$ cat config.mk
export PLATFORM = sky130hd
export DESIGN_NAME = interleave_ctrl
export DESIGN_NICKNAME = d
export VERILOG_FILES = /design/src/rtl/mem_pkg.sv /design/src/rtl/interleave_ctrl.sv
export VERILOG_INCLUDE_DIRS = /design/src /design/src/rtl
export SDC_FILE = /design/constraint.sdc
export NUM_CORES = 1
export LEC_CHECK = 0
export ABC_AREA = 1
export BUFFER_PORTS_ARGS = -buffer_cell sky130_fd_sc_hd__buf_4
export CAP_MARGIN = 30
export CELL_PAD_IN_SITES_DETAIL_PLACEMENT = 1
export CELL_PAD_IN_SITES_GLOBAL_PLACEMENT = 1
export CORE_UTILIZATION = 19
export CTS_CLUSTER_DIAMETER = 60
export DETAILED_ROUTE_END_ITERATION = 16
export HOLD_SLACK_MARGIN = 0.03
export PLACE_DENSITY = 0.81
export SETUP_SLACK_MARGIN = 0.2
export SYNTH_ARGS = -nofsm -noshare
export SYNTH_HDL_FRONTEND = slang
export SYNTH_SLANG_ARGS = --single-unit
$ cat constraint.sdc
create_clock -name clk_i -period 3.8 [get_ports clk_i]
set_clock_uncertainty 0.2 [all_clocks]
set_input_delay 0.38 -clock clk_i [delete_from_list [all_inputs] [get_ports clk_i]]
set_output_delay 0.38 -clock clk_i [all_outputs]
set_load 0.01 [all_outputs]
$ cat src/rtl/mem_settings.svh
`ifndef MEM_SETTINGS_SVH
`define MEM_SETTINGS_SVH

// ***************************************************************************
// sizing of the interleaved memory subsystem.
// ***************************************************************************

// requester word address width.
// the low bit selects the bank so each bank sees one bit less.
`define MEM_ADDR_W 10

// data word width in bits.
// always a multiple of 8.
`define MEM_DATA_W 32

// outstanding requests tracked for in-order return.
`define MEM_ORDER_DEPTH 4

`endif

$ cat src/rtl/mem_pkg.sv
`include "mem_settings.svh"

package mem_pkg;

   // ************************************************************************
   // data word views.
   // ************************************************************************

   parameter int MEM_LANES = `MEM_DATA_W / 8;  // byte lanes per word.

   // one data word.
   // the controller moves it whole and the RAM writes it lane by lane.
   typedef union packed {
      logic [`MEM_DATA_W-1:0]    word;
      logic [MEM_LANES-1:0][7:0] lane;
   } mem_word_u;

endpackage

$ cat src/rtl/interleave_ctrl.sv
`timescale 1ns/1ps

`include "mem_settings.svh"

module interleave_ctrl
   import mem_pkg::*;
#(
   parameter int ADDR_W = `MEM_ADDR_W,
   parameter int DEPTH  = `MEM_ORDER_DEPTH
) (
   input  logic                 clk_i,
   input  logic                 arst_n_i,

   // requester.
   input  logic                 req_valid_i,
   input  logic                 req_we_i,
   input  logic [ADDR_W-1:0]    req_addr_i,
   input  logic [MEM_LANES-1:0] req_be_i,
   input  mem_word_u            req_wdata_i,
   output logic                 req_ready_o,

   // bank 0.
   output logic                 b0_req_valid_o,
   output logic                 b0_req_we_o,
   output logic [ADDR_W-2:0]    b0_req_addr_o,
   output logic [MEM_LANES-1:0] b0_req_be_o,
   output mem_word_u            b0_req_wdata_o,
   input  logic                 b0_req_ready_i,
   input  logic                 b0_rsp_valid_i,
   input  mem_word_u            b0_rsp_rdata_i,
   output logic                 b0_rsp_ready_o,

   // bank 1.
   output logic                 b1_req_valid_o,
   output logic                 b1_req_we_o,
   output logic [ADDR_W-2:0]    b1_req_addr_o,
   output logic [MEM_LANES-1:0] b1_req_be_o,
   output mem_word_u            b1_req_wdata_o,
   input  logic                 b1_req_ready_i,
   input  logic                 b1_rsp_valid_i,
   input  mem_word_u            b1_rsp_rdata_i,
   output logic                 b1_rsp_ready_o,

   // responses.
   output logic                 rsp_valid_o,
   output mem_word_u            rsp_rdata_o,
   input  logic                 rsp_ready_i
);

   localparam int PTR_W = (DEPTH > 1) ? $clog2(DEPTH) : 1;
   localparam int CNT_W = $clog2(DEPTH + 1);

   logic             bank_sel;
   logic             q_full;
   logic             q_empty;
   logic             head_bank;
   logic             push;
   logic             pop;
   logic [PTR_W-1:0] wr_ptr_q;
   logic [PTR_W-1:0] rd_ptr_q;
   logic [CNT_W-1:0] cnt_q;
   logic             order_q [DEPTH];  // bank index per outstanding request.

   function automatic logic [PTR_W-1:0] ptr_inc(input logic [PTR_W-1:0] p);
      return (p == PTR_W'(DEPTH - 1)) ? '0 : p + 1'b1;
   endfunction

   // ************************************************************************
   // request steering.
   // ************************************************************************

   assign bank_sel    = req_addr_i[0];
   assign q_full      = (cnt_q == CNT_W'(DEPTH));
   assign q_empty     = (cnt_q == '0);
   assign req_ready_o = (bank_sel ? b1_req_ready_i : b0_req_ready_i) & ~q_full;
   assign push        = req_valid_i & req_ready_o;

   assign b0_req_valid_o = req_valid_i & ~q_full & ~bank_sel;
   assign b1_req_valid_o = req_valid_i & ~q_full & bank_sel;

   assign b0_req_we_o         = req_we_i;
   assign b1_req_we_o         = req_we_i;
   assign b0_req_addr_o       = req_addr_i[ADDR_W-1:1];  // bank bit dropped.
   assign b1_req_addr_o       = req_addr_i[ADDR_W-1:1];
   assign b0_req_be_o         = req_be_i;
   assign b1_req_be_o         = req_be_i;
   assign b0_req_wdata_o.word = req_wdata_i.word;
   assign b1_req_wdata_o.word = req_wdata_i.word;

   // ************************************************************************
   // order queue and response merge.
   // ************************************************************************

   always_ff @(posedge clk_i) begin
      if (push) begin
         order_q[wr_ptr_q] <= bank_sel;
      end
   end

   always_ff @(posedge clk_i or negedge arst_n_i) begin
      if (!arst_n_i) begin
         wr_ptr_q <= '0;
         rd_ptr_q <= '0;
         cnt_q    <= '0;
      end else begin
         if (push) wr_ptr_q <= ptr_inc(wr_ptr_q);
         if (pop)  rd_ptr_q <= ptr_inc(rd_ptr_q);
         case ({push, pop})
            2'b10:   cnt_q <= cnt_q + 1'b1;
            2'b01:   cnt_q <= cnt_q - 1'b1;
            default: cnt_q <= cnt_q;  // none, or both.
         endcase
      end
   end

   assign head_bank = order_q[rd_ptr_q];

   // only the head bank may present a response.
   assign rsp_valid_o      = ~q_empty & (head_bank ? b1_rsp_valid_i : b0_rsp_valid_i);
   assign rsp_rdata_o.word = head_bank ? b1_rsp_rdata_i.word : b0_rsp_rdata_i.word;
   assign pop              = rsp_valid_o & rsp_ready_i;

   assign b0_rsp_ready_o = rsp_ready_i & ~q_empty & ~head_bank;
   assign b1_rsp_ready_o = rsp_ready_i & ~q_empty & head_bank;

   a_no_push_full : assert property (
      @(posedge clk_i) disable iff (!arst_n_i) q_full |-> !push
   );

   a_no_pop_empty : assert property (
      @(posedge clk_i) disable iff (!arst_n_i) q_empty |-> !pop
   );

   // a bank response with no request on record.
   a_no_orphan_rsp : assert property (
      @(posedge clk_i) disable iff (!arst_n_i)
      q_empty |-> !b0_rsp_valid_i && !b1_rsp_valid_i
   );

endmodule

==> results of run 1 <==
==> layer usage <==
layer  up-vias  track usage, %  part of all wire [%]
met5         -               0                     0
met4         0           2.262                   1.1
met3        15           6.395                    15
met2       137           17.56                    50
met1       702           9.451                    34
li1        780               -                     -
==> cell type report <==
| class | instances | area, um^2 | area share [%] |
|---|---|---|---|
| clock buffer | 4 | 45.04 | 2.137 |
| sequential | 11 | 295.3 | 14.01 |
| multi-input combinational | 150 | 689.4 | 32.70 |
| timing repair buffer | 111 | 835.8 | 39.64 |
| inverter | 21 | 81.33 | 3.858 |
| tap | 129 | 161.4 | 7.656 |
==> power by group <==
group / internal, mW / switching, mW
clock network: 0.0736 / 0.0432
logic: 0.451 / 0.600
registers: 0.167 / 0.0385
total: 0.691 / 0.681
==> cell usage after synthesis <==
library cell  count
a21oi_1           3
a21oi_2           1
buf_4            95
buf_6             3
dfrtp_1           7
edfxtp_1          4
fa_1              1
ha_1              6
inv_1            19
inv_2             1
inv_4             1
nand2_1         111
nand2_4           1
nand3_1           6
nand3_2           2
nor2_1           10
nor2_2            1
o21ai_0           5
or2_2             1
xnor2_1           1
xor2_1            1
==> through the flow <==
| stage | cell area, um^2 | power [mW] | setup WS, ns | hold WS, ns |
|---|---|---|---|---|
| 2_1_floorplan | 1813 | 0.9323 | 1.568 | -0.1156 |
| 3_3_place_gp | 2053 | 1.260 | 1.289 | -0.001746 |
| 3_5_place_dp | 2053 | 1.292 | 1.166 | 0.002032 |
| 4_1_cts | 2108 | 1.417 | 1.080 | 0.1705 |
| 5_1_grt | 2108 | 1.534 | 0.8643 | 0.1702 |
| 6_report | 2108 | 1.372 | 1.153 | 0.1716 |
==> path summary, 6_finish.rpt <==
path	from	end	slack [ns]	cells after the start
max	rd_ptr_q[0]$_DFFE_PN0P_	cnt_q[2]$_DFFE_PN0P_	1.15	13
max in group asynchronous	arst_n_i	wr_ptr_q[1]$_DFFE_PN0P_	2.97	2
max reg2reg	rd_ptr_q[0]$_DFFE_PN0P_	cnt_q[2]$_DFFE_PN0P_	1.15	13
min	req_addr_i[0]	order_q[0]$_DFFE_PP_	0.17	1
min in group asynchronous	arst_n_i	cnt_q[0]$_DFFE_PN0P_	0.31	2
min reg2reg	cnt_q[0]$_DFFE_PN0P_	cnt_q[0]$_DFFE_PN0P_	0.32	1
==> cells by family (layout without fill, tap and decap cells) <==
family / after synthesis / in the layout
flops: 11 / 11
compound gates: 9 / 9
xor+xnor: 2 / 2
simple gates: 132 / 132
fa+ha+maj: 7 / 7
buf+inv: 119 / 136
==> sequential cells by signal (all words and copies together) (netlist names) <==
signal / flops
wr_ptr_q: 2
rd_ptr_q: 2
order_q: 4
cnt_q: 3
==> worst reg2reg max path: cells and delay by family, from the launching register on <==
family	cells	cell delay, ns
simple gates	5	0.63
fa+ha+maj	2	0.53
flops	1	0.44
compound gates	2	0.32
buf+inv	3	0.24
xor+xnor	1	0.16
==> reports/results.ini, run 1 <==
[outcome]
outcome = finished, final reports clean

[pwr]
vdd_ir_drop_max_mv = 0.2372
power_density_mw_per_mm2 = 650.9
p_leak_nw = 1.208

[route]
dr_total_vias = 1634
drt_first_pass_iters = 4
routed_wl_um = 5211
postRouteAntennaNets = 0
drc = 0
wl_per_cell_um = 12.23
first_iter_violations = 17
via_per_inst = 3.836

[sta]
slew_violations = 0
rsz0062_at_grt = false
setup_viol = 0
clock.fmax_mhz = 377.8
period_minus_slack_ns = 2.647
fin_tns_setup_ns = 0
post-route-period-util_pct = 69.66
slew_headroom_pct = 73.75
tightest_slew_ns = 0.3937
hold_violations = 0

[synthesis]
synth_simple_gate_area_share_pct = 29.12
yosys.area.top_type = buf_4
synth_top_family_by_area = buffers and inverters
synth_area_per_cell_um2 = 6.475
synthAdderAreaFrac_pct = 5.245
synth_mux_area_share_pct = 0
synth_cell_type_count = 21
synth_compound_area_share_pct = 2.692
synth_area_leaders = buf_4, nand2_1, dfrtp_1
yosysTopAreaCellShare_pct = 39.34
ys_seq_elements = 11
syn_area_mm2 = 0.001813
synth_nets = 406
synth_xor_area_share_pct = 0.9662
synth_cells = 280
seq_area_frac_synth_pct = 16.29
synth.yosys.warnings = 0

[die]
rows = 35
core-area_mm2 = 0.009240
dieHeight_um = 99.69
die_w_um = 99.69
io_pins = 249
initial_core_util_pct = 19.62
die_area_mm2 = 0.009937

[global_routing]
grt_max_degree = 37
groute.usage.overall_pct = 9.857
grt_pass1_wl_um = 7734
overflow = 0
antenna_found_initial = 0
first_global_vias = 1576

[cells_and_area]
nFillCells = 1177
nNetsFinal = 424
layout_common_cells = nand2_1, buf_4, inv_1
drive_gt1_share_pct = 40.74
num_antenna_cells = 0
finalNonFillerCells = 426
final_util_pct = 22.82
area_delta_synth_final_pct = 16.29
mostFrequentLayoutCell = nand2_1

[setup_path]
required_ns = 3.71
critPathKind = register to register
end_kind = register
worst-path-buf-inv = 3
cp_slowest_stage_delay_ns = 0.44
critPathTopFamily = simple AND/OR/NAND/NOR gates
cp.arrival_ns = 2.56
crit_fanout = 36
cp_cell_sequence = inv_2, nand2_1, nand3_2, nand2_4, nand2_1, nand3_1, inv_1, ha_1, inv_1, fa_1, a21oi_1, o21ai_0, xor2_1
critPathLaunchType = register
slowest_stage = dfrtp_1

[clocking]
holdBufCountCts = 1
root_buffer = clkbuf_8
tritoncts = yes
clock_sinks = 11
ctsResizeCount = 0
clk_latency_ns = 0.24
cts_setup_buffers = 0
path_clk_slew_ns = 0.05
numCtsBuffers = 3
cts_buffer_depth = 2
cts_max_level = 1

[job]
cap_viol_max_count = 0

[placement]
io_buffers = 110
gp_congestion = 0.7739
place_hpwl_um = 4314
dpl.cell_count = 421

[worst_hold_path]
min_path_type = primary input to register

Power figures use the tool's default switching activity.
==> inputs of run 2 (changes only) <==
Settings changed: CORE_UTILIZATION 19 to 16, PLACE_DENSITY 0.81 to 0.73.
Clock period 3.8 ns to 2.3 ns, I/O delays scaled along.
==> reports/results.ini, run 2 (same netlist as run 1, synthesis figures left out) <==
[route]
postRouteAntennaNets = 0
drc = 0
first_iter_violations = 42
dr_total_vias = 1738
via_per_inst = 3.845
wl_per_cell_um = 12.78
drt_first_pass_iters = 2
routed_wl_um = 5775

[pwr]
power_switching_share_pct = 45.74
clockPowerShare_pct = 10.1
p_total_mw = 3.164
power_density_mw_per_mm2 = 1216
seqPwrFrac_pct = 11.0
combPwrFrac_pct = 78.8
p_int_mw = 1.717
p_leak_nw = 1.406
switchingPower_mw = 1.447
vdd_ir_drop_max_mv = 0.4411

[cells_and_area]
final_util_pct = 23.80
largest_reg_flops = 4
finalNonFillerCells = 452
nNetsFinal = 439
drive_gt1_share_pct = 57.69
num_antenna_cells = 0
area_delta_synth_final_pct = 43.55
top_register = order_q
reg.largest.list = order_q: 4 flops, cnt_q: 3 flops
layout_common_cells = buf_4, nand2_1, nand2_2
mostFrequentLayoutCell = buf_4

[setup_path]
critPathLaunchType = register
cp_slowest_stage_delay_ns = 0.43
worst-path-buf-inv = 3
critPathKind = register to register
cp_cell_sequence = inv_2, nand2_2, nand3_4, nand2_4, nand2_2, nand3_2, inv_2, ha_4, inv_2, fa_2, a21oi_2, o21ai_1, xor2_1
rr_worst_depth = 13
critPathTopFamily = adder cells
slowest_stage = dfrtp_2
cp_common_cell = inv_2
required_ns = 2.22
crit_fanout = 4
cp.arrival_ns = 2.05
critical_path_depth = 13
end_kind = register

[sta]
slew_violations = 0
period_minus_slack_ns = 2.139
slew_headroom_pct = 73.01
tightest_slew_ns = 0.4006
rsz0062_at_grt = true
post-route-period-util_pct = 92.99
setup_slack_ns = 0.1613
clock.fmax_mhz = 467.6
hold_violations = 0
hold-worst-slack_ns = 0.1453
setup_viol = 0

[placement]
io_buffers = 110
dp_slack_ns = -0.01278
place_hpwl_um = 4135
dpl.cell_count = 434
gp_congestion = 0.7492

[die]
initial_core_util_pct = 16.58
die_area_mm2 = 0.01176
rows = 38
die_w_um = 108.5
core-area_mm2 = 0.01094
dieHeight_um = 108.5
io_pins = 249

[clocking]
tritoncts = yes
clk_latency_ns = 0.24
numCtsBuffers = 3
root_buffer = clkbuf_16
cts_max_level = 1
cts_buffer_depth = 2
clock_sinks = 11
path_clk_slew_ns = 0.04

[worst_hold_path]
min_path_type = primary input to asynchronous set/reset pin

[global_routing]
grt_pass1_wl_um = 7596
groute.usage.overall_pct = 8.067
grt_max_degree = 36
first_global_vias = 1701
antenna_found_initial = 0
overflow = 0

[outcome]
outcome = finished, final reports clean

[job]
cap_viol_max_count = 0

[run 2: changes by cell type in the layout (fill, tap and decap cells not counted), sizes merged]
cell         previous run  this run
buf                   110       122
clkbuf                  4         6
clkinv                  0         1
dlygate4sd3             1         2
inv                    21        20
[run 2: path summary, 6_finish.rpt]
check | slack (ns) | to | startpoint
min in group clk_i | 0.20 | rd_ptr_q[0]$_DFFE_PN0P_ | b0_rsp_valid_i
max in group asynchronous | 1.62 | rd_ptr_q[1]$_DFFE_PN0P_ | arst_n_i
hold reg to reg | 0.37 | rd_ptr_q[1]$_DFFE_PN0P_ | rd_ptr_q[1]$_DFFE_PN0P_
setup / recovery | 0.16 | cnt_q[2]$_DFFE_PN0P_ | rd_ptr_q[0]$_DFFE_PN0P_
hold / removal | 0.15 | wr_ptr_q[0]$_DFFE_PN0P_ | arst_n_i
setup reg to reg | 0.16 | cnt_q[2]$_DFFE_PN0P_ | rd_ptr_q[0]$_DFFE_PN0P_
[run 2: worst reg2reg max path, stage by stage, from the launching register on]
cell and delay (ns):
dfrtp_2 0.43, inv_2 0.08, nand2_2 0.06, nand3_4 0.08, nand2_4 0.07, nand2_2 0.07
nand3_2 0.07, inv_2 0.07, ha_4 0.12, inv_2 0.03, fa_2 0.34, a21oi_2 0.15
o21ai_1 0.09, xor2_1 0.15
[run 2: timing repair]
item                                   CTS  global route
setup buffers                            7             3
cloned                                   0             2
pin swaps                                5             7
endpoints found under the hold margin   11             0
hold buffers                             2             0
resized for setup                       15            64
setup endpoints to repair               36            35
[run 2: power by group through the flow]
| stage | clock, mW | combinational [mW] | sequential, mW |
|---|---|---|---|
| 2_1_floorplan | 0 | 1.23 | 0.328 |
| 3_3_place_gp | 0 | 1.74 | 0.338 |
| 3_5_place_dp | 0 | 1.80 | 0.344 |
| 4_1_cts | 0.323 | 1.99 | 0.341 |
| 5_1_grt | 0.335 | 2.73 | 0.360 |
| 6_report | 0.321 | 2.49 | 0.349 |
[run 2: area by class of cell]
type	count	area, um^2
Timing Repair Buffer	126	1049
Tap cell	140	175.2
Inverter	21	105.1
Clock buffer	4	78.83
Sequential cell	11	297.8
Multi-Input combinational cell	150	897.1
Fill cell	1357	8333
[run 2: stage by stage]
stage	cell area, um^2	setup TNS (ns)
floorplan	1823	0
global placement	2092	0
detailed placement	2092	-0.01278
CTS	2295	0
global route	2603	0
finish	2603	0
[run 2: routing by layer]
| metal | global-route usage, % | part of all wire [%] | up-vias |
|---|---|---|---|
| met5 | 0 | 0 | - |
| met4 | 3.668 | 2.6 | 0 |
| met3 | 4.039 | 12 | 19 |
| met2 | 15.10 | 53 | 118 |
| met1 | 7.156 | 33 | 787 |
| li1 | - | - | 814 |
